`config.mk`:
```
export PLATFORM = sky130hd
export DESIGN_NAME = shifter_flat
export DESIGN_NICKNAME = d
export VERILOG_FILES = /design/src/rv_exec_pkg.sv /design/src/exec_if.sv /design/src/shifter.sv /design/src/flat_wrapper.sv
export SDC_FILE = /design/constraint.sdc
export NUM_CORES = 1
export LEC_CHECK = 0
export BUFFER_PORTS_ARGS = -buffer_cell sky130_fd_sc_hd__buf_2
export CAP_MARGIN = 10
export CORE_AREA = 2 2 150 152
export DETAILED_ROUTE_END_ITERATION = 8
export DIE_AREA = 0 0 152 154
export MAX_ROUTING_LAYER = met4
export PLACE_DENSITY = 0.71
export SLEW_MARGIN = 20
export SYNTH_ARGS = -nofsm -noshare
export SYNTH_HDL_FRONTEND = slang
export SYNTH_SLANG_ARGS = --single-unit
export TNS_END_PERCENT = 10
```
`constraint.sdc`:
```
create_clock -name vclk -period 4.6
set_input_delay 0.92 -clock vclk [all_inputs]
set_output_delay 0.92 -clock vclk [all_outputs]
set_load 0.02 [all_outputs]
```
`src/rv_exec_pkg.sv`:
```
package rv_exec_pkg;

    localparam int xlen        = 64;
    localparam int reg_count   = 32;
    localparam int reg_index_w = 5;
    localparam int shamt_w     = 6;

    typedef logic [xlen-1:0]        xlen_t;
    typedef logic [reg_index_w-1:0] reg_index_t;
    typedef logic [6:0]             opcode_t;

    // major opcodes kept in this slice
    localparam opcode_t op_reg = 7'h33;
    localparam opcode_t op_imm = 7'h13;
    localparam opcode_t op_lui = 7'h37;

    typedef enum logic [2:0] {
        alu_add,
        alu_sub,
        alu_and,
        alu_or,
        alu_xor,
        alu_slt,
        alu_sltu
    } alu_op_t;

    typedef enum logic [1:0] {
        shift_ll,
        shift_rl,
        shift_ra
    } shift_op_t;

    typedef enum logic [1:0] {
        src_alu,
        src_shift,
        src_imm
    } result_src_t;

    typedef struct packed {
        logic [6:0] funct7;
        reg_index_t rs2;
        reg_index_t rs1;
        logic [2:0] funct3;
        reg_index_t rd;
        opcode_t    opcode;
    } rtype_t;

    typedef struct packed {
        logic [11:0] imm12;
        reg_index_t  rs1;
        logic [2:0]  funct3;
        reg_index_t  rd;
        opcode_t     opcode;
    } itype_t;

    typedef struct packed {
        logic [19:0] imm20;
        reg_index_t  rd;
        opcode_t     opcode;
    } utype_t;

    // one instruction word, three field layouts
    typedef union packed {
        rtype_t r;
        itype_t i;
        utype_t u;
    } inst_word_u;

endpackage
```
`src/exec_if.sv`:
```
`timescale 1ns/1ps

interface exec_if
    import rv_exec_pkg::*;
();

    xlen_t       operand_a;
    xlen_t       operand_b;
    alu_op_t     alu_op;
    shift_op_t   shift_op;
    result_src_t result_src;
    reg_index_t  rd;
    logic        rd_en;

    modport decoder (
        output operand_a, operand_b, alu_op, shift_op,
        output result_src, rd, rd_en
    );

    // operand_b doubles as the lui value when result_src is src_imm
    modport unit (
        input operand_a, operand_b, alu_op, shift_op,
        input result_src, rd, rd_en
    );

endinterface

```
`src/shifter.sv`:
```
`timescale 1ns/1ps

module shifter
    import rv_exec_pkg::*;
(
    exec_if.unit  ex,
    output xlen_t shift_result
);

    logic [shamt_w-1:0] shamt;
    xlen_t              shl;
    xlen_t              shr;
    xlen_t              sar;

    // only the low six bits count on RV64
    assign shamt = ex.operand_b[shamt_w-1:0];

    assign shl = ex.operand_a << shamt;
    assign shr = ex.operand_a >> shamt;
    assign sar = xlen_t'($signed(ex.operand_a) >>> shamt);

    always_comb begin
        case (ex.shift_op)
            shift_ll: begin
                shift_result = shl;
            end
            shift_rl: begin
                shift_result = shr;
            end
            shift_ra: begin
                shift_result = sar;
            end
            default: begin
                shift_result = '0;
            end
        endcase
    end

endmodule

```
`src/flat_wrapper.sv`:
```
// flat-port wrapper written by rule: the top's interface ports become plain ports
module shifter_flat import rv_exec_pkg::*;
  (shift_result, ex_operand_a, ex_operand_b, ex_alu_op, ex_shift_op, ex_result_src, ex_rd, ex_rd_en);
  exec_if ex_i ();
  output xlen_t shift_result;
  input wire logic [$bits(ex_i.operand_a)-1:0] ex_operand_a;
  input wire logic [$bits(ex_i.operand_b)-1:0] ex_operand_b;
  input wire logic [$bits(ex_i.alu_op)-1:0] ex_alu_op;
  input wire logic [$bits(ex_i.shift_op)-1:0] ex_shift_op;
  input wire logic [$bits(ex_i.result_src)-1:0] ex_result_src;
  input wire logic [$bits(ex_i.rd)-1:0] ex_rd;
  input wire logic [$bits(ex_i.rd_en)-1:0] ex_rd_en;
  assign ex_i.operand_a = ex_operand_a;
  assign ex_i.operand_b = ex_operand_b;
  assign ex_i.alu_op = ex_alu_op;
  assign ex_i.shift_op = ex_shift_op;
  assign ex_i.result_src = ex_result_src;
  assign ex_i.rd = ex_rd;
  assign ex_i.rd_en = ex_rd_en;
  shifter u_core (.ex(ex_i), .shift_result(shift_result));
endmodule
```
== After elaboration in Yosys (flattened, before gate mapping) ==
Cells that the tools add are included.
Storage, ports and cells
  register bits after elaboration: 0
  bits in latches: 0
  memory bits (writable): 0
  ROM bits: 0
  bits of input ports: 141
  output and inout bits: 64
  memories kept: 0
Operators by class
  add/sub/neg operators: 0
  multipliers: 0
  div/mod/pow operators: 0
  $lt $le $gt $ge: 0
  eq/ne operators: 2
  shifts and indexed selects: 3
  mux-type cells: 1
  bitwise logic cells: 0
  reductions and logical operators: 1
Operator list (number)
  case mux 64 bit (3 select lines): 1
  << shifter 64 x 6 -> 64 bit: 1
  right shift 64 x 6 -> 64 bit: 1
  >>> shifter 64 x 6 -> 64 bit: 1
  == test 2 x 1 -> 1 bit, second input constant: 1
  == test 2 bit, second input constant: 1
  logical NOT 2 bit: 1

== Logic depth before layout (Yosys ltp) ==
  depth after elaboration: 2
  gate-level depth with buffers: 11
  depth with buffers taken out: 6

== Least setup slack after synthesis ==
No wires, ideal clock.
  path type: input-to-output
  start point: in ex_operand_b[2]
  end point: out shift_result[16]
  arrival: 3.107 ns
  data required time: 3.680 ns
  path slack: 0.573 ns
  stages: 9
  cell sequence: buf_4 > buf_4 > inv_1 > buf_4 > buf_2 > clkbuf_1 > nor2_1 > a2bb2oi_1 > o311ai_0
Between the ends
  word-level cells in the longest chain between the ends: 2
  elaborated cells on any way between the ends: 4
  classes of those cells: shift (3); mux (1)
RTL lines
  start, declared: RTL line flat_wrapper.sv:7  | input wire logic [$bits(ex_i.operand_b)-1:0] ex_operand_b;
  >>> shifter 64 x 6 -> 64 bit (tied with other cells): RTL line shifter.sv:20  | assign sar = xlen_t'($signed(ex.operand_a) >>> shamt);
  case mux 64 bit (3 select lines) *: RTL line shifter.sv:23  | case (ex.shift_op)
  end, declared: RTL line flat_wrapper.sv:5  | output xlen_t shift_result;
Every way passes the cells marked *; elsewhere a longest branch is shown, timed or not.

== Final worst setup path ==
  start point: in ex_operand_b[3]
  end point: out shift_result[62]
Same word-level chain as after synthesis.

==> impl_metrics.xml <==
<?xml version="1.0" encoding="UTF-8"?>
<metrics>
  <group name="sta">
    <metric name="slew_violations" unit="">0</metric>
    <metric name="timing.final.hold_violations" unit="">0</metric>
    <metric name="setup_violations" unit="">0</metric>
    <metric name="worstMarginPinSlew" unit="ps">1110</metric>
    <metric name="timing.final.ws_setup" unit="ps">2.32</metric>
    <metric name="max_freq" unit="MHz">218</metric>
    <metric name="rsz0062_at_grt" unit="">false</metric>
    <metric name="final_min_period_over_clock_period" unit="%">99.9</metric>
    <metric name="min_period" unit="ps">4600</metric>
    <metric name="post_route_setup_tns" unit="ps">0</metric>
    <metric name="worst_slew_margin_rel" unit="%">26.0</metric>
  </group>
  <group name="die">
    <metric name="die_height" unit="um">154</metric>
    <metric name="die_width" unit="um">152</metric>
    <metric name="initial_utilization" unit="%">48.6</metric>
    <metric name="die-area" unit="um^2">23400</metric>
    <metric name="fp.coreArea" unit="um^2">21700</metric>
    <metric name="num_io_pins" unit="">205</metric>
    <metric name="num_rows" unit="">54</metric>
  </group>
  <group name="clock_tree">
    <metric name="cts.hold.buffers_added" unit="">0</metric>
    <metric name="postCtsSetupBuffers" unit="">0</metric>
  </group>
  <group name="yosys">
    <metric name="synth-adder-area-share" unit="%">0</metric>
    <metric name="synth.avg_cell_area" unit="um^2">7.88</metric>
    <metric name="mappedNetlistNets" unit="">1480</metric>
    <metric name="synth_compound_gate_area_share" unit="%">25.4</metric>
    <metric name="synth-simple-area-share" unit="%">17.1</metric>
    <metric name="synth.distinct_cells" unit="">70</metric>
    <metric name="ys_seq_area_share" unit="%">0</metric>
    <metric name="ys.warnings.count" unit="">0</metric>
    <metric name="dominant_combinational_cell_family_by_area_after_synthesis" unit="">multiplexers</metric>
    <metric name="muxShareOfSynthArea" unit="%">49.4</metric>
    <metric name="synth_cells" unit="">1339</metric>
    <metric name="yosys.area_share.xor_xnor" unit="%">0.0830</metric>
    <metric name="mappedNetlistArea" unit="um^2">10500</metric>
  </group>
  <group name="place">
    <metric name="postPlaceCellArea" unit="um^2">12200</metric>
    <metric name="finalWeightedCongestion" unit="">1.15</metric>
    <metric name="detailedPlace.worstSlack" unit="ps">154</metric>
    <metric name="portBuffers" unit="">136</metric>
    <metric name="hpwlAfterDp" unit="um">49300</metric>
    <metric name="dp.cells" unit="">1759</metric>
  </group>
  <group name="final_layout">
    <metric name="drive_gt1_share" unit="%">35.1</metric>
    <metric name="final_non_filler_cell_total" unit="">1761</metric>
    <metric name="num-nets-final" unit="">1622</metric>
    <metric name="final-seq-area" unit="um^2">0</metric>
    <metric name="multiInputGateArea" unit="um^2">9700</metric>
    <metric name="n_sequential_cell" unit="">0</metric>
    <metric name="area_delta_synth_final" unit="%">15.5</metric>
    <metric name="layout_cell_area_excl_fill" unit="um^2">12200</metric>
    <metric name="num-fill-cells" unit="">2063</metric>
    <metric name="clkbuf_count" unit="">0</metric>
  </group>
  <group name="setup_path">
    <metric name="worst_path_largest_cell_delay" unit="ps">710</metric>
    <metric name="critical_path_source_type" unit="">primary input</metric>
    <metric name="cp.required" unit="ps">3680</metric>
    <metric name="path_cells" unit="">buf_6 -&gt; buf_12 -&gt; clkinv_1 -&gt; buf_4 -&gt; o21ai_1 -&gt; mux2i_1 -&gt; a21o_1 -&gt; a221o_1 -&gt; buf_2</metric>
    <metric name="setup.worst_path.class" unit="">in2out</metric>
    <metric name="critPathArrivalTime" unit="ps">3680</metric>
    <metric name="end_kind" unit="">primary output</metric>
    <metric name="path_max_fanout" unit="">48</metric>
    <metric name="worst_path_max_delay_cell" unit="">sky130_fd_sc_hd__o21ai_1</metric>
  </group>
  <group name="global_routing">
    <metric name="grt_pass1_wl" unit="um">87400</metric>
    <metric name="antenna_violations_before_repair" unit="">2</metric>
    <metric name="grt_usage" unit="%">51.6</metric>
    <metric name="grt_overflow" unit="">0</metric>
    <metric name="grt_start_max_net_pins" unit="">84</metric>
    <metric name="first_global_vias" unit="">12585</metric>
  </group>
  <group name="hold_path">
    <metric name="holdCritPathClass" unit="">in2out</metric>
  </group>
  <group name="outcome">
    <metric name="status" unit="">finished, final reports clean</metric>
  </group>
  <group name="drt">
    <metric name="route.final.wire_length" unit="um">61500</metric>
    <metric name="drt_iter0_drc" unit="">2644</metric>
    <metric name="wl_per_cell" unit="um">34.9</metric>
    <metric name="ant_nets" unit="">0</metric>
    <metric name="routed_via_density" unit="">7.81</metric>
    <metric name="drtPass1Iterations" unit="">9</metric>
    <metric name="route.vias.total" unit="">13757</metric>
    <metric name="post-route-drc-count" unit="">0</metric>
  </group>
  <group name="job">
    <metric name="cap_viol_max_count" unit="">0</metric>
  </group>
</metrics>
## routing by layer
| layer | vias to the layer above | track usage, % | routed length [um] |
|---|---|---|---|
| met2 | 1461 | 75.1 | 25100 |
| met5 | - | - | 0 |
| met4 | 0 | 26.4 | 4780 |
| met3 | 326 | 16.7 | 9830 |
| met1 | 6397 | 64.0 | 21700 |
| li1 | 5573 | - | - |
## critical path, delay by kind of cell
kind,cells,cell delay (ps)
multiplexers,1,250
buffers and inverters,5,1090
AO/OA/AOI/OAI,3,1360
## layout make-up
type,count,share of cell area (%)
multi-input cells,1171,79.6
well taps,280,2.88
inverters,9,0.277
diodes,2,0.0411
repair buffers,299,17.2
## synth_stat cells, drive strengths merged (10+ instances only)
| master | n | area [um^2] |
|---|---|---|
| a211o | 16 | 140 |
| a211oi | 20 | 150 |
| o21ai | 65 | 325 |
| nor3 | 19 | 95.1 |
| or3 | 11 | 68.8 |
| a21oi | 83 | 415 |
| nand3 | 23 | 115 |
| mux4 | 113 | 2540 |
| nor2 | 156 | 586 |
| nor2b | 10 | 62.6 |
| clkbuf | 64 | 240 |
| nand2 | 145 | 544 |
| buf | 95 | 576 |
| o221ai | 17 | 149 |
| mux2i | 154 | 1540 |
| o211ai | 30 | 225 |
| o22ai | 32 | 200 |
| mux2 | 99 | 1120 |
| a31oi | 18 | 113 |
| a221o | 12 | 120 |
| nand2b | 11 | 68.8 |
## metrics by stage
stage	util, %	hold WS [ps]
floorplan	-	2230
global placement	56.1	2520
detailed placement	56.1	2480
CTS	56.1	2480
global route	56.2	2510
finish	56.2	2520
## path summary, 6_finish.rpt
kind                             from          endpoint  cells after the start
worst min-delay path  ex_operand_b[5]  shift_result[28]                      5
worst max-delay path  ex_operand_b[3]  shift_result[62]                      9
## cells by family after synthesis
kind of cell | count (synthesis)
multiplexers | 366
AND/OR/NAND/NOR | 414
AO/OA/AOI/OAI | 390
XOR/XNOR | 1
buffers and inverters | 168
## cells in the final DEF, fill, tap and decap left out, types with 17 or more instances in the layout
master / netlist / final
sky130_fd_sc_hd__nand3_1: 23 / 23
sky130_fd_sc_hd__o221ai_1: 17 / 17
sky130_fd_sc_hd__o22ai_1: 32 / 32
sky130_fd_sc_hd__nand2_1: 145 / 145
sky130_fd_sc_hd__mux4_2: 113 / 113
sky130_fd_sc_hd__a211oi_1: 20 / 20
sky130_fd_sc_hd__o21ai_0: 55 / 54
sky130_fd_sc_hd__buf_4: 22 / 151
sky130_fd_sc_hd__a21oi_1: 83 / 83
sky130_fd_sc_hd__mux2_2: 92 / 92
sky130_fd_sc_hd__nor3_1: 19 / 19
sky130_fd_sc_hd__mux2i_1: 154 / 153
sky130_fd_sc_hd__nor2_1: 156 / 156
sky130_fd_sc_hd__o211ai_1: 30 / 30
sky130_fd_sc_hd__a31oi_1: 18 / 18
sky130_fd_sc_hd__buf_2: 55 / 132
## timing repair
item,4_1_cts,5_1_grt
setup endpoints to repair,0,3
hold endpoints to repair,0,0
resized for setup,0,3
