**src/rv_exec_pkg.sv**
```systemverilog
package rv_exec_pkg;

    localparam int xlen        = 64;
    localparam int reg_count   = 32;
    localparam int reg_index_w = 5;
    localparam int shamt_w     = 6;

    typedef logic [xlen-1:0]        xlen_t;
    typedef logic [reg_index_w-1:0] reg_index_t;
    typedef logic [6:0]             opcode_t;

    // major opcodes kept in this slice
    localparam opcode_t op_reg = 7'h33;
    localparam opcode_t op_imm = 7'h13;
    localparam opcode_t op_lui = 7'h37;

    typedef enum logic [2:0] {
        alu_add,
        alu_sub,
        alu_and,
        alu_or,
        alu_xor,
        alu_slt,
        alu_sltu
    } alu_op_t;

    typedef enum logic [1:0] {
        shift_ll,
        shift_rl,
        shift_ra
    } shift_op_t;

    typedef enum logic [1:0] {
        src_alu,
        src_shift,
        src_imm
    } result_src_t;

    typedef struct packed {
        logic [6:0] funct7;
        reg_index_t rs2;
        reg_index_t rs1;
        logic [2:0] funct3;
        reg_index_t rd;
        opcode_t    opcode;
    } rtype_t;

    typedef struct packed {
        logic [11:0] imm12;
        reg_index_t  rs1;
        logic [2:0]  funct3;
        reg_index_t  rd;
        opcode_t     opcode;
    } itype_t;

    typedef struct packed {
        logic [19:0] imm20;
        reg_index_t  rd;
        opcode_t     opcode;
    } utype_t;

    // one instruction word, three field layouts
    typedef union packed {
        rtype_t r;
        itype_t i;
        utype_t u;
    } inst_word_u;

endpackage
```
**src/exec_if.sv**
```systemverilog
`timescale 1ns/1ps

interface exec_if
    import rv_exec_pkg::*;
();

    xlen_t       operand_a;
    xlen_t       operand_b;
    alu_op_t     alu_op;
    shift_op_t   shift_op;
    result_src_t result_src;
    reg_index_t  rd;
    logic        rd_en;

    modport decoder (
        output operand_a, operand_b, alu_op, shift_op,
        output result_src, rd, rd_en
    );

    // operand_b doubles as the lui value when result_src is src_imm
    modport unit (
        input operand_a, operand_b, alu_op, shift_op,
        input result_src, rd, rd_en
    );

endinterface

```
**src/reg_writeback.sv**
```systemverilog
`timescale 1ns/1ps

module reg_writeback
    import rv_exec_pkg::*;
(
    input  logic       inst_selfdefine,
    input  logic       reset,
    input  logic       inst_valid,
    exec_if.unit       ex,
    input  xlen_t      alu_result,
    input  xlen_t      shift_result,
    input  reg_index_t rs1,
    input  reg_index_t rs2,
    output xlen_t      rs1_data,
    output xlen_t      rs2_data,
    output logic       wb_valid,
    output reg_index_t wb_rd,
    output xlen_t      wb_data
);

    xlen_t regs [reg_count];
    xlen_t result;
    logic  wr_en;

    always_comb begin
        case (ex.result_src)
            src_alu: begin
                result = alu_result;
            end
            src_shift: begin
                result = shift_result;
            end
            src_imm: begin
                result = ex.operand_b;
            end
            default: begin
                result = '0;
            end
        endcase
    end

    // x0 is never written
    assign wr_en = inst_valid && ex.rd_en && (ex.rd != '0);

    // reads see the write of the previous edge, no bypass needed
    assign rs1_data = (rs1 == '0) ? '0 : regs[rs1];
    assign rs2_data = (rs2 == '0) ? '0 : regs[rs2];

    always_ff @(posedge inst_selfdefine) begin
        if (reset) begin
            for (int i = 0; i < reg_count; i++) begin
                regs[i] <= '0;
            end
            wb_valid <= 1'b0;
            wb_rd    <= '0;
            wb_data  <= '0;
        end else begin
            wb_valid <= wr_en;
            if (wr_en) begin
                regs[ex.rd] <= result;
                wb_rd       <= ex.rd;
                wb_data     <= result;
            end
        end
    end

endmodule

```
**src/flat_wrapper.sv**
```systemverilog
// flat-port wrapper written by rule: the top's interface ports become plain ports
module reg_writeback_flat import rv_exec_pkg::*;
  (inst_selfdefine, reset, inst_valid, alu_result, shift_result, rs1, rs2, rs1_data, rs2_data, wb_valid, wb_rd, wb_data, ex_operand_a, ex_operand_b, ex_alu_op, ex_shift_op, ex_result_src, ex_rd, ex_rd_en);
  exec_if ex_i ();
  input  logic inst_selfdefine;
  input  logic reset;
  input  logic inst_valid;
  input  xlen_t alu_result;
  input  xlen_t shift_result;
  input  reg_index_t rs1;
  input  reg_index_t rs2;
  output xlen_t rs1_data;
  output xlen_t rs2_data;
  output logic wb_valid;
  output reg_index_t wb_rd;
  output xlen_t wb_data;
  input wire logic [$bits(ex_i.operand_a)-1:0] ex_operand_a;
  input wire logic [$bits(ex_i.operand_b)-1:0] ex_operand_b;
  input wire logic [$bits(ex_i.alu_op)-1:0] ex_alu_op;
  input wire logic [$bits(ex_i.shift_op)-1:0] ex_shift_op;
  input wire logic [$bits(ex_i.result_src)-1:0] ex_result_src;
  input wire logic [$bits(ex_i.rd)-1:0] ex_rd;
  input wire logic [$bits(ex_i.rd_en)-1:0] ex_rd_en;
  assign ex_i.operand_a = ex_operand_a;
  assign ex_i.operand_b = ex_operand_b;
  assign ex_i.alu_op = ex_alu_op;
  assign ex_i.shift_op = ex_shift_op;
  assign ex_i.result_src = ex_result_src;
  assign ex_i.rd = ex_rd;
  assign ex_i.rd_en = ex_rd_en;
  reg_writeback u_core (.inst_selfdefine(inst_selfdefine), .reset(reset), .inst_valid(inst_valid), .ex(ex_i), .alu_result(alu_result), .shift_result(shift_result), .rs1(rs1), .rs2(rs2), .rs1_data(rs1_data), .rs2_data(rs2_data), .wb_valid(wb_valid), .wb_rd(wb_rd), .wb_data(wb_data));
endmodule
```
**config.mk**
```make
export PLATFORM = sky130hd
export DESIGN_NAME = reg_writeback_flat
export DESIGN_NICKNAME = d
export VERILOG_FILES = /design/src/rv_exec_pkg.sv /design/src/exec_if.sv /design/src/reg_writeback.sv /design/src/flat_wrapper.sv
export SDC_FILE = /design/constraint.sdc
export NUM_CORES = 2
export LEC_CHECK = 0
export BUFFER_PORTS_ARGS = -buffer_cell sky130_fd_sc_hd__buf_4
export CAP_MARGIN = 10
export CORE_MARGIN = 1
export CORE_UTILIZATION = 55
export DETAILED_ROUTE_END_ITERATION = 8
export GPL_ROUTABILITY_DRIVEN = 1
export MAX_ROUTING_LAYER = met4
export PLACE_DENSITY_LB_ADDON = 0.08
export SLEW_MARGIN = 20
export SYNTH_ARGS = -nofsm -noshare
export SYNTH_HDL_FRONTEND = slang
export SYNTH_SLANG_ARGS = --single-unit
export TNS_END_PERCENT = 50
```
**constraint.sdc**
```tcl
create_clock -name inst_selfdefine -period 3.3 [get_ports inst_selfdefine]
set_clock_uncertainty 0.15 [all_clocks]
set_input_delay 0.33 -clock inst_selfdefine [delete_from_list [all_inputs] [get_ports inst_selfdefine]]
set_output_delay 0.33 -clock inst_selfdefine [all_outputs]
set_load 0.05 [all_outputs]
```
; Word level (Yosys, flattened, before mapping)
; Memories as Yosys holds them, arrays and structs flattened.
; Cells that the tools add are included.
[totals]
ff_bits = 70
latchBits = 0
mem_bits_rw = 2048
romBits = 0
input_bits = 282
output_inout_bits = 198
word_cells = 24
memories = 1
[op_classes]
n_addsub = 0
mul = 0
n_div = 0
order_cmp = 0
n_eq_ne = 2
n_shift = 0
mux = 11
n_bitwise = 0
n_reduce_logical = 7
[mem_list]
columns = memory, depth, word_bits, read_ports, rd_ports_with_merged_regs, wr, line_no
row1 = u_core.regs, 32, 64, 2, 0, 32, reg_writeback.sv:21  ; xlen_t regs [reg_count];
[ops]
columns = op, n
row1 = $mux W64, 3
row2 = $pmux W64 S3, 1
row3 = $reduce_or A64 Y1, 1
row4 = $logic_not A5 Y1, 2
row5 = $mux W1, 6
row6 = $mux W5, 1
row7 = $reduce_bool A5 Y1, 1
row8 = $eq A2 B1 Y1 const B, 1
row9 = $eq A2 B2 Y1 const B, 1
row10 = $logic_and A1 B1 Y1, 2
row11 = $logic_not A2 Y1, 1

; Depth between registers and ports, before layout
[depth]
ltp_word = 7
depth_mapped = 10
depth_no_buf = 5

; Least setup slack after synthesis
; OpenSTA, ideal clock, no wires.
[synth_timing]
kind = input port to output port
from = input port rs2[0]
to = output port rs2_data[63]
t_arrival_ps = 2904
required_ps = 2820
setup_slack_ps = -84
stages = 9
cell_sequence = buf_2 -> buf_6 -> buf_4 -> buf_4 -> buf_4 -> mux2i_1 -> o22ai_1 -> nor3_1 -> nor4_1
[synth_via]
elab_chain_cells = 2
word_cells_on_any_way = 3
[synth_lines]
columns = item, line_no
row1 = from (decl), flat_wrapper.sv:11  ; input reg_index_t rs2;
row2 = $mem_v2 Z32 W64 or $logic_not A5 Y1 (tied branches), n/a
row3 = $mux W64 (*), reg_writeback.sv:47  ; assign rs2_data = (rs2 == '0) ? '0 : regs[rs2];
row4 = to (decl), flat_wrapper.sv:13  ; output xlen_t rs2_data;
; Every way passes the cells marked *; elsewhere a longest branch is shown, timed or not.

==> impl_metrics.py <==
metrics = {
    "cells_and_area": {
        "syn_to_final_growth_pct": 17.5,
        "layout_common_cells": "nor2_1 (2253), edfxtp_1 (2045), mux4_2 (905), buf_4 (714), mux2i_1 (531)",
        "fill_cells": 14000,
        "drive_above_1_share": 0.297,
        "final_common_cell": "nor2_1",
        "stdcell_count": 10900,
        "final_util": 0.653,
        "layout.nets": 8423,
    },
    "clocking": {
        "clock_sinks": 2115,
        "clockBufferDepth": 3,
        "clock_latency_ns": 0.88,
        "clockRootBuffer": "clkbuf_16",
        "htreeDepth": 4,
        "clk_pin_slew_ns": 0.06,
        "cts_tree": "done",
        "cts_inserted_buffers": 219,
    },
    "placed_design": {
        "dp.cells": 10400,
        "place.gp.congestion": 0.902,
        "hpwlAfterDp_mm": 241,
        "portBuffers": 410,
    },
    "floorplanning": {
        "rows": 161,
        "dieHeight_um": 444,
        "core-area_mm2": 0.193,
        "ioPinCount": 480,
        "dieWidth_um": 444,
        "start_util": 0.556,
        "dieArea_mm2": 0.197,
    },
    "power_and_ir_drop": {
        "p_leak_nw": 44.2,
        "p_per_area_mw_per_mm2": 538,
        "clockPowerShare": 0.373,
        "internal-power_mw": 49.6,
        "netSwitchingPower_mw": 18.3,
        "p_total_mw": 67.9,
        "power_frac_comb": 0.161,
        "pwr-share-seq": 0.465,
        "vdd_drop_max_mv": 0.662,
        "swShare": 0.269,
    },
    "routing": {
        "viasPerCell": 7.32,
        "drcViolationCount": 0,
        "drt-initial-drc-count": 13700,
        "ant_nets": 0,
        "wl_per_cell_um": 39.5,
        "routed_wl_mm": 429,
        "first_pass_iters": 8,
        "dr_total_vias": 79500,
    },
    "timing": {
        "setup_viol": 6,
        "period_minus_slack_ns": 3.40,
        "slew_viol_final": 0,
        "finalHoldViolCount": 0,
        "rsz0062_at_grt": "true",
        "hold_ws_ns": 0.0388,
        "worstMarginPinSlew_ns": 1.21,
        "timing.fmax_mhz": 294,
        "worst_slack_ns": -0.0976,
        "fin_crit_sh": 1.03,
        "max_slew_margin": 0.194,
    },
    "run_status": {
        "violations": "setup timing",
        "status": "finished, violations left",
    },
    "setup_path": {
        "end_kind": "output port",
        "start_kind": "flip-flop",
        "rrSetupSlack_ns": 1.92,
        "r2r_cells": 3,
        "required_ns": 2.82,
        "arrival_ns": 2.92,
        "path_max_fanout": 2,
        "critical_path_class": "reg2out",
    },
    "hold_path": {
        "holdCritPathClass": "in2reg",
        "min_path_cells": 6,
    },
    "synth": {
        "ys_seq_area_frac": 0.584,
        "synth.largest_area_cell": "edfxtp_1",
        "syn_area_mm2": 0.107,
        "yosys_warnings": 0,
        "synth-edff-count": 2045,
        "ys_ff_latch": 2115,
        "ys.flop_type": "edfxtp_1",
        "synthArstFlopShare": 0,
        "avgSynthCellArea_um2": 14.0,
        "yosysUniqueCellTypes": 47,
        "synth_area_leaders": "edfxtp_1 (57%), mux4_2 (19%), nor2_1 (7.9%)",
        "synthCells": 7664,
        "synth_top_area_frac": 0.571,
    },
    "global_route": {
        "grt_pass1_vias": 77500,
        "grt-ovfl-total": 0,
        "grt_max_degree": 81,
        "grt_usage": 0.446,
        "antenna_found_initial": 9,
        "grt_first_pass_wirelength_mm": 588,
    },
    "flow_run": {
        "maxCapViolations": 0,
    },
}
==> area by class of cell <==
class | count | area [um^2] | area share
antenna | 15 | 37.5 | 0.000297
clock buffer | 272 | 5980 | 0.0473
sequential | 2115 | 62800 | 0.497
multi-input combinational | 4779 | 42500 | 0.336
timing repair buffer | 1026 | 10500 | 0.0835
tap | 2526 | 3160 | 0.0250
clock inverter | 130 | 1250 | 0.00994
==> metrics by stage <==
| stage | setup TNS [ns] | cell area [um^2] | setup slack (ns) |
|---|---|---|---|
| floorplan | -0.115 | 108000 | -0.0676 |
| global placement | -0.318 | 118000 | -0.253 |
| detailed placement | -0.247 | 118000 | -0.245 |
| CTS | -0.228 | 126000 | -0.129 |
| global route | -0.462 | 126000 | -0.109 |
| finish | -0.268 | 126000 | -0.0976 |
==> critical path, cell delays in order, from the launching register on <==
cell	delay (ns)
edfxtp_1	0.41
mux4_2	0.46
mux2_2	0.28
o211ai_1	0.27
o211ai_1	0.31
buf_4	0.29
==> flip-flops by register name, indices dropped and copies added, names as in the netlist <==
register         flops
u_core.wb_rd         5
u_core.regs       2045
u_core.wb_valid      1
u_core.wb_data      64
==> final timing paths <==
kind                                       endpoint                        startpoint
setup / recovery                        rs1_data[5]  u_core.regs[16][5]$_SDFFCE_PN0P_
hold reg to reg        u_core.wb_rd[4]$_SDFFE_PP0P_      u_core.wb_rd[4]$_SDFFE_PP0P_
hold / removal    u_core.regs[15][35]$_SDFFCE_PN0P_                    alu_result[35]
setup reg to reg       u_core.wb_rd[2]$_SDFFE_PP0P_      u_core.wb_rd[2]$_SDFFE_PP0P_
==> cells in the mapped netlist, types with 5 or more instances <==
library cell,count
nor2b_1,18
a22oi_1,94
o21ai_0,23
or3_1,5
a2111oi_0,8
buf_2,171
buf_1,32
or2_2,6
a221oi_1,24
nor2_1,2256
o221ai_1,10
clkbuf_1,533
a21oi_1,150
edfxtp_1,2045
o21ai_1,71
a21o_1,17
buf_6,27
a22o_1,11
buf_4,66
o22ai_1,83
mux4_2,905
nand2b_1,58
mux2_2,80
nor3_1,15
o211ai_1,11
a211o_1,7
dfxtp_1,70
mux2i_1,535
nand3b_1,40
nand3_1,87
nand2_1,83
a211oi_1,88
==> timing repair <==
item / CTS / global route
buffers inserted: 1 / 1
endpoints found under the setup margin: 37 / 46
pin swaps: 21 / 27
gates resized for setup: 72 / 56
endpoints found under the hold margin: 2041 / 0
hold buffers: 82 / 0
==> cells by family after synthesis <==
group / count (synthesis) / synth area share
AND/OR/NAND/NOR: 2590 / 0.0958
flip-flops: 2115 / 0.584
multiplexers: 1520 / 0.248
buffers and inverters: 830 / 0.0352
AO/OA/AOI/OAI: 608 / 0.0367
other: 1 / 0.0000349
==> routing by layer <==
metal,up-vias,part of all wire,global-route usage
met1,40200,0.32,0.550
met5,-,0,-
met2,7496,0.45,0.654
met4,0,0.082,0.296
met3,1784,0.15,0.113
li1,30000,-,-
==> power by group through the flow <==
stage,registers (mW),clock network (mW),logic [mW]
floorplan,32.1,0,6.03
global placement,32.0,0,10.3
detailed placement,32.1,0,10.4
CTS,31.6,25.3,10.6
global route,31.7,26.3,11.1
finish,31.6,25.4,10.9
(Power assumes the default switching activity.)
