--- src/rv_exec_pkg.sv ---
package rv_exec_pkg;

    localparam int xlen        = 64;
    localparam int reg_count   = 32;
    localparam int reg_index_w = 5;
    localparam int shamt_w     = 6;

    typedef logic [xlen-1:0]        xlen_t;
    typedef logic [reg_index_w-1:0] reg_index_t;
    typedef logic [6:0]             opcode_t;

    // major opcodes kept in this slice
    localparam opcode_t op_reg = 7'h33;
    localparam opcode_t op_imm = 7'h13;
    localparam opcode_t op_lui = 7'h37;

    typedef enum logic [2:0] {
        alu_add,
        alu_sub,
        alu_and,
        alu_or,
        alu_xor,
        alu_slt,
        alu_sltu
    } alu_op_t;

    typedef enum logic [1:0] {
        shift_ll,
        shift_rl,
        shift_ra
    } shift_op_t;

    typedef enum logic [1:0] {
        src_alu,
        src_shift,
        src_imm
    } result_src_t;

    typedef struct packed {
        logic [6:0] funct7;
        reg_index_t rs2;
        reg_index_t rs1;
        logic [2:0] funct3;
        reg_index_t rd;
        opcode_t    opcode;
    } rtype_t;

    typedef struct packed {
        logic [11:0] imm12;
        reg_index_t  rs1;
        logic [2:0]  funct3;
        reg_index_t  rd;
        opcode_t     opcode;
    } itype_t;

    typedef struct packed {
        logic [19:0] imm20;
        reg_index_t  rd;
        opcode_t     opcode;
    } utype_t;

    // one instruction word, three field layouts
    typedef union packed {
        rtype_t r;
        itype_t i;
        utype_t u;
    } inst_word_u;

endpackage
--- src/exec_if.sv ---
`timescale 1ns/1ps

interface exec_if
    import rv_exec_pkg::*;
();

    xlen_t       operand_a;
    xlen_t       operand_b;
    alu_op_t     alu_op;
    shift_op_t   shift_op;
    result_src_t result_src;
    reg_index_t  rd;
    logic        rd_en;

    modport decoder (
        output operand_a, operand_b, alu_op, shift_op,
        output result_src, rd, rd_en
    );

    // operand_b doubles as the lui value when result_src is src_imm
    modport unit (
        input operand_a, operand_b, alu_op, shift_op,
        input result_src, rd, rd_en
    );

endinterface

--- src/inst_decode.sv ---
`timescale 1ns/1ps

module inst_decode
    import rv_exec_pkg::*;
(
    input  inst_word_u inst,
    input  xlen_t      rs1_data,
    input  xlen_t      rs2_data,
    output reg_index_t rs1,
    output reg_index_t rs2,
    exec_if.decoder    ex
);

    logic  is_reg;
    logic  is_imm;
    logic  is_lui;
    logic  mod_zero;
    logic  mod_alt;
    logic  fn_ok;
    xlen_t imm_i;
    xlen_t imm_u;

    assign rs1 = inst.r.rs1;
    assign rs2 = inst.r.rs2;

    assign is_reg = (inst.r.opcode == op_reg);
    assign is_imm = (inst.i.opcode == op_imm);
    assign is_lui = (inst.u.opcode == op_lui);

    assign imm_i = {{(xlen-12){inst.i.imm12[11]}}, inst.i.imm12};
    assign imm_u = {{(xlen-32){inst.u.imm20[19]}}, inst.u.imm20, 12'h000};

    // upper function bits: funct7 for R-type, imm[11:6] for I-type shifts
    // (imm[5] is shamt[5] on RV64)
    always_comb begin
        if (is_reg) begin
            mod_zero = (inst.r.funct7 == 7'b0000000);
            mod_alt  = (inst.r.funct7 == 7'b0100000);
        end else begin
            mod_zero = (inst.i.imm12[11:6] == 6'b000000);
            mod_alt  = (inst.i.imm12[11:6] == 6'b010000);
        end
    end

    always_comb begin
        ex.alu_op   = alu_add;
        ex.shift_op = shift_ll;
        fn_ok       = 1'b0;
        ex.result_src = src_alu;
        case (inst.r.funct3)
            3'b000: begin
                // sub only exists in register form
                ex.alu_op = (is_reg && mod_alt) ? alu_sub : alu_add;
                fn_ok     = is_imm || mod_zero || mod_alt;
            end
            3'b001: begin
                ex.result_src = src_shift;
                ex.shift_op   = shift_ll;
                fn_ok         = mod_zero;
            end
            3'b010: begin
                ex.alu_op = alu_slt;
                fn_ok     = is_imm || mod_zero;
            end
            3'b011: begin
                ex.alu_op = alu_sltu;
                fn_ok     = is_imm || mod_zero;
            end
            3'b100: begin
                ex.alu_op = alu_xor;
                fn_ok     = is_imm || mod_zero;
            end
            3'b101: begin
                ex.result_src = src_shift;
                ex.shift_op   = mod_alt ? shift_ra : shift_rl;
                fn_ok         = mod_zero || mod_alt;
            end
            3'b110: begin
                ex.alu_op = alu_or;
                fn_ok     = is_imm || mod_zero;
            end
            default: begin
                ex.alu_op = alu_and;
                fn_ok     = is_imm || mod_zero;
            end
        endcase
        if (is_lui) begin
            ex.result_src = src_imm;
        end
    end

    assign ex.operand_a = rs1_data;
    assign ex.operand_b = is_reg ? rs2_data : (is_lui ? imm_u : imm_i);
    assign ex.rd        = inst.r.rd;
    assign ex.rd_en     = ((is_reg || is_imm) && fn_ok) || is_lui;

endmodule

--- src/flat_wrapper.sv ---
// flat-port wrapper written by rule: the top's interface ports become plain ports
module inst_decode_flat import rv_exec_pkg::*;
  (inst, rs1_data, rs2_data, rs1, rs2, ex_operand_a, ex_operand_b, ex_alu_op, ex_shift_op, ex_result_src, ex_rd, ex_rd_en);
  exec_if ex_i ();
  input  inst_word_u inst;
  input  xlen_t rs1_data;
  input  xlen_t rs2_data;
  output reg_index_t rs1;
  output reg_index_t rs2;
  output wire logic [$bits(ex_i.operand_a)-1:0] ex_operand_a;
  output wire logic [$bits(ex_i.operand_b)-1:0] ex_operand_b;
  output wire logic [$bits(ex_i.alu_op)-1:0] ex_alu_op;
  output wire logic [$bits(ex_i.shift_op)-1:0] ex_shift_op;
  output wire logic [$bits(ex_i.result_src)-1:0] ex_result_src;
  output wire logic [$bits(ex_i.rd)-1:0] ex_rd;
  output wire logic [$bits(ex_i.rd_en)-1:0] ex_rd_en;
  assign ex_operand_a = ex_i.operand_a;
  assign ex_operand_b = ex_i.operand_b;
  assign ex_alu_op = ex_i.alu_op;
  assign ex_shift_op = ex_i.shift_op;
  assign ex_result_src = ex_i.result_src;
  assign ex_rd = ex_i.rd;
  assign ex_rd_en = ex_i.rd_en;
  inst_decode u_core (.inst(inst), .rs1_data(rs1_data), .rs2_data(rs2_data), .rs1(rs1), .rs2(rs2), .ex(ex_i));
endmodule
--- config.mk ---
export PLATFORM = sky130hd
export DESIGN_NAME = inst_decode_flat
export DESIGN_NICKNAME = d
export VERILOG_FILES = /design/src/rv_exec_pkg.sv /design/src/exec_if.sv /design/src/inst_decode.sv /design/src/flat_wrapper.sv
export SDC_FILE = /design/constraint.sdc
export NUM_CORES = 1
export LEC_CHECK = 0
export BUFFER_PORTS_ARGS = -buffer_cell sky130_fd_sc_hd__buf_4
export CAP_MARGIN = 25
export CELL_PAD_IN_SITES_DETAIL_PLACEMENT = 1
export CELL_PAD_IN_SITES_GLOBAL_PLACEMENT = 1
export CORE_AREA = 4 4 118 120
export DETAILED_ROUTE_END_ITERATION = 12
export DIE_AREA = 0 0 122 124
export GPL_TIMING_DRIVEN = 0
export PLACE_DENSITY = 0.8
export SLEW_MARGIN = 25
export SYNTH_ARGS = -nofsm -noshare
export SYNTH_HDL_FRONTEND = slang
export SYNTH_SLANG_ARGS = --single-unit
--- constraint.sdc ---
create_clock -name vclk -period 1.8
set_input_delay 0.27 -clock vclk [all_inputs]
set_output_delay 0.27 -clock vclk [all_outputs]
set_load 0.02 [all_outputs]
After elaboration in Yosys (flattened, before gate mapping)
Index checks and enable logic that the tools add are counted.
- input port bits: 160
- output and inout port bits: 151
- word-level logic and storage cells: 33
- flip-flop bits (word level): 0
- eq/ne operators: 11
- reduce and logical (&&, ||, !) cells: 11
- multiplexer cells: 11
- operators with widths (cell ; count):
    two-way mux 64 bit ; 1
    two-way mux 31 bit ; 1
    equality test 7 x 6 -> 1 bit, second input constant ; 3
    case mux 3 bit (6 select lines) ; 1
    equality test 3 bit, second input constant ; 3
    equality test 7 x 5 -> 1 bit, second input constant ; 1
    zero test 7 bit ; 1
    equality test 3 x 2 -> 1 bit, second input constant ; 2
    equality test 6 x 5 -> 1 bit, second input constant ; 1
    zero test 6 bit ; 1
    two-way mux 2 bit ; 3
    logical OR 1 bit ; 5
    two-way mux 1 bit ; 4
    equality test 3 x 1 -> 1 bit, second input constant ; 1
    zero test 3 bit ; 1
    case mux 1 bit (3 select lines) ; 1
    logical AND 1 bit ; 2
    OR reduction 2 bit ; 1

Logic depth before layout (Yosys ltp)
- depth in word-level cells: 7
- gate-level depth with buffers: 6
- gate-level depth less buffers: 4

Worst setup path before layout
OpenSTA, ideal clock, no wires.
- kind: in2out
- start point: in inst[29] (netlist name)
- end point: out ex_shift_op[1]
- required time: 1530 ps
- path buffers: 0
- stages: 3
- slack: -170 ps
- arrival time: 1700 ps
- cells stage by stage: or4_4 or3b_4 nor3_1
- word-level cells in the longest chain between the ends: 4
- elaborated cells between the ends (all ways): 5
- classes of those cells: 2 x eq/ne; 3 x mux
- ends and longest elaborated chain (item ; line ; RTL):
    start, declared ; flat_wrapper.sv:5 ; input inst_word_u inst;
    equality test 7 x 6 -> 1 bit or equality test 6 x 5 -> 1 bit (tied branches) ; inst_decode.sv:38, inst_decode.sv:41 ;
    two-way mux 1 bit * ; inst_decode.sv:36 ; if (is_reg) begin
    two-way mux 2 bit * ; inst_decode.sv:75 ; ex.shift_op = mod_alt ? shift_ra : shift_rl;
    two-way mux 2 bit * ; inst_decode.sv:50 ; case (inst.r.funct3)
    end, declared ; flat_wrapper.sv:13 ; output wire logic [$bits(ex_i.shift_op)-1:0] ex_shift_op;
Every way passes the cells marked *; elsewhere a longest branch is shown, timed or not.

Worst setup path in the final report
- start point: in inst[29] (netlist name)
- end point: out ex_alu_op[0]
- word-level cells in the longest chain between the ends: 5
- elaborated cells between the ends (all ways): 6
- classes of those cells: 2 x eq/ne; 3 x mux; 1 x reduce/logical
- ends and longest elaborated chain (item ; line ; RTL):
    equality test 7 x 6 -> 1 bit or equality test 6 x 5 -> 1 bit (tied branches) ; inst_decode.sv:38, inst_decode.sv:41 ;
    two-way mux 1 bit * ; inst_decode.sv:36 ;
    logical AND 1 bit * ; inst_decode.sv:53 ; ex.alu_op = (is_reg && mod_alt) ? alu_sub : alu_add;
    two-way mux 1 bit * ; inst_decode.sv:53 ;
    case mux 3 bit (6 select lines) * ; inst_decode.sv:50 ;
    end, declared ; flat_wrapper.sv:12 ; output wire logic [$bits(ex_i.alu_op)-1:0] ex_alu_op;
Marks and branches as above.

==> results by group <==
Setup path
  – CP peak stage delay: 0.57 ns
  – Crit path capture type: primary output
  – Crit-path most repeated cell: buf_6
  – Worst path cell trace: buf_6 > or4_4 > or3b_4 > nor2_4 > a32o_2 > buf_6
  – WP data arrival: 1.76 ns
  – CP Launch Type: input port
  – Slowest-stage cell, CP: or4_4
  – Critical Path RT: 1.53 ns
  – Critical path fanouts, max: 2
  – WS Path Type: in -> out

Timing
  – Setup slack after layout: -0.233 ns
  – Min Hold Slack: 0.738 ns
  – Max transition margin: 72.4%
  – Period minus WS final: 2.03 ns
  – Hold violation count in the final report: 0
  – Unrepaired setup endpoints after global routing: true
  – Worst-Margin Slew: 0.411 ns
  – Max Freq: 492 MHz
  – Setup violators final: 69
  – Final period utilization: 113%
  – Max-slew violations: 0

Power and ir drop
  – Worst-case vdd ir drop: 0.000112 V
  – Switching Share: 44.8%
  – Pwr Density: 256 mW/mm2
  – Leak: 2.44 nW
  – Total power: 0.00114 W
  – Internal: 0.000631 W
  – Clock power frac: 0%
  – Power share of the sequential group: 0%
  – Sw Pwr: 0.000513 W
  – Combinational Power Share: 100.0%

Layout
  – Share of cells above drive strength 1: 83.0%
  – Ant. Diodes: 0
  – # fillers: 1,547
  – Area of the multi-input gates: 0.00102 mm2
  – Sequential cell count: 0
  – Final net count: 638
  – Clock buffers: 0
  – Sequential cell area: 0 um2
  – Area Overhead vs Synth: 204%

Route
  – Vias/cell: 4.00
  – Drt drc: 0
  – Final antenna-violating net count: 0
  – Vias: 2,607
  – Number of DRC markers in iteration 0: 51
  – Drt total wl: 12,200 um
  – DR WL/cell: 18.8 um
  – DRT Pass-1 Iters: 4

Global routing
  – Met3 Use GR: 3.59%
  – Initial antenna violation count: 0
  – Global-route wire length before repair: 15,200 um
  – Grt ovf: 0
  – GR met2 Demand/Resource: 25.2%
  – Busiest grt layer: met2
  – GRT Total Usage: 12.8%
  – Largest net degree at the start of global routing: 11
  – Met1 Usage GRT: 13.9%
  – Vias in the first global route: 2,715

Hold path
  – End of the worst hold path: ex_operand_a[59]
  – Hold Path Depth: 2
  – Hold Path Class: in -> out
  – Hold path startpoint: rs1_data[59]

Yosys
  – Syn Nets: 376
  – Mapped Area: 0.00147 mm2
  – Yosys warning count: 0
  – Seq/Total Area, Yosys: 0%
  – Mapped Avg Cell Area: 6.80 um2
  – Netlist cell types: 27
  – Cells after Synth: 216

Place
  – HPWL Detailed: 9410 um
  – Port Buffer Count: 242
  – RePlAce Congestion: 0.748

Die
  – DIE WIDTH: 122 um
  – Die H: 124 um
  – I/O Pins: 311
  – Initial Util: 11.3%
  – Placement Rows: 42
  – Die area: 0.0151 mm2
  – Core area: 0.0130 mm2

Run status
  – Outcome: finished, violations left
  – Failing checks: negative setup slack

Flow run
  – Max Cap Viol: 0

CTS
  – CTS Hold Bufs: 0
[synth_stat cells, drive strengths merged]
cell | number | share of area (%)
o21bai | 1 | 0.51
or4 | 1 | 0.77
nor3 | 4 | 1.4
nand4bb | 1 | 0.77
o31ai | 1 | 0.51
o32a | 1 | 0.77
inv | 3 | 0.77
or2 | 1 | 0.43
a21oi | 1 | 0.34
a21o | 34 | 17
or3b | 1 | 0.77
a221o | 19 | 13
nand2 | 24 | 6.1
and2 | 2 | 0.85
nor2b | 3 | 1.3
nand3b | 1 | 0.51
o21ai | 11 | 3.7
nand2b | 1 | 0.43
mux2 | 1 | 0.77
a311oi | 1 | 0.60
buf | 87 | 43
a32o | 1 | 0.77
clkbuf | 11 | 2.8
nor2 | 5 | 1.4
[repair_timing]
item	CTS	global route
setup buffers	7	3
endpoints found under the setup margin	70	70
pin swaps	9	16
cloned	4	6
gates resized for setup	93	95
[per-stage QoR]
stage	setup TNS [ns]	util (%)	setup slack [ns]	cell area, um2	std cells
after floorplan	-0.00793	-	-0.00448	1470	216
after global placement	-31.08	27.0	-0.615	3510	634
after detailed placement	-32.19	27.0	-0.628	3510	634
after CTS	-3.00	30.5	-0.234	3960	643
after global routing	-11.40	34.4	-0.245	4460	652
final	-6.67	34.4	-0.233	4460	652
[placed cells by master (no fill, tap or decap), drive strengths merged]
master	n
buf	345
a21o	34
nand2	24
a221o	19
clkbuf	13
o21ai	11
nor2	5
nor3	4
inv	3
nor2b	3
and2	2
nand4bb	1
nand3b	1
or2	1
o31ai	1
or4	1
or3b	1
a32o	1
mux2	1
a21oi	1
nand2b	1
a311oi	1
o32a	1
o21bai	1
[cell type report]
| cell class | count | share of cell area, % |
|---|---|---|
| buffer | 96 | 18.9 |
| inverter | 3 | 0.252 |
| timing repair buffer | 262 | 53.0 |
| tap | 176 | 4.94 |
| multi-input combinational | 115 | 22.9 |
[worst max-delay path by stage]
stage	from	end	cells past startpoint	slack [ns]
final	inst[29]	ex_alu_op[0]	6	-0.23
after global routing	inst[29]	ex_alu_op[0]	6	-0.24
after CTS	inst[29]	ex_alu_op[0]	6	-0.23
after detailed placement	inst[2]	ex_operand_b[0]	8	-0.63
after global placement	inst[2]	ex_operand_b[0]	8	-0.61
after floorplan	inst[29]	ex_shift_op[1]	3	-0.004
[critical path: cells and delay by family]
family / cells / cell delay, ns
and+or+nand+nor: 3 / 1.09
buffers and inverters: 2 / 0.21
AOI/OAI and AO/OA: 1 / 0.19
[power groups by stage]
stage,clock [W],sequential [W],combinational (W)
after CTS,0,0,0.00107
final,0,0,0.00114
after floorplan,0,0,0.000485
after global routing,0,0,0.00121
after global placement,0,0,0.000965
after detailed placement,0,0,0.000981
[metal layers]
layer	wire, um	vias to the layer above	share of wire, %
met4	57	0	0.47
met5	0	-	0
met3	1260	6	10
met2	6590	174	54
met1	4340	1229	35
li1	-	1198	-
[cell families after synthesis]
| group | count (synthesis) | share of synthesized area [%] |
|---|---|---|
| AOI/OAI and AO/OA | 70 | 37.6 |
| buffers and inverters | 101 | 46.8 |
| and+or+nand+nor | 44 | 14.7 |
| muxes | 1 | 0.767 |
Power figures use the tool's default switching activity.
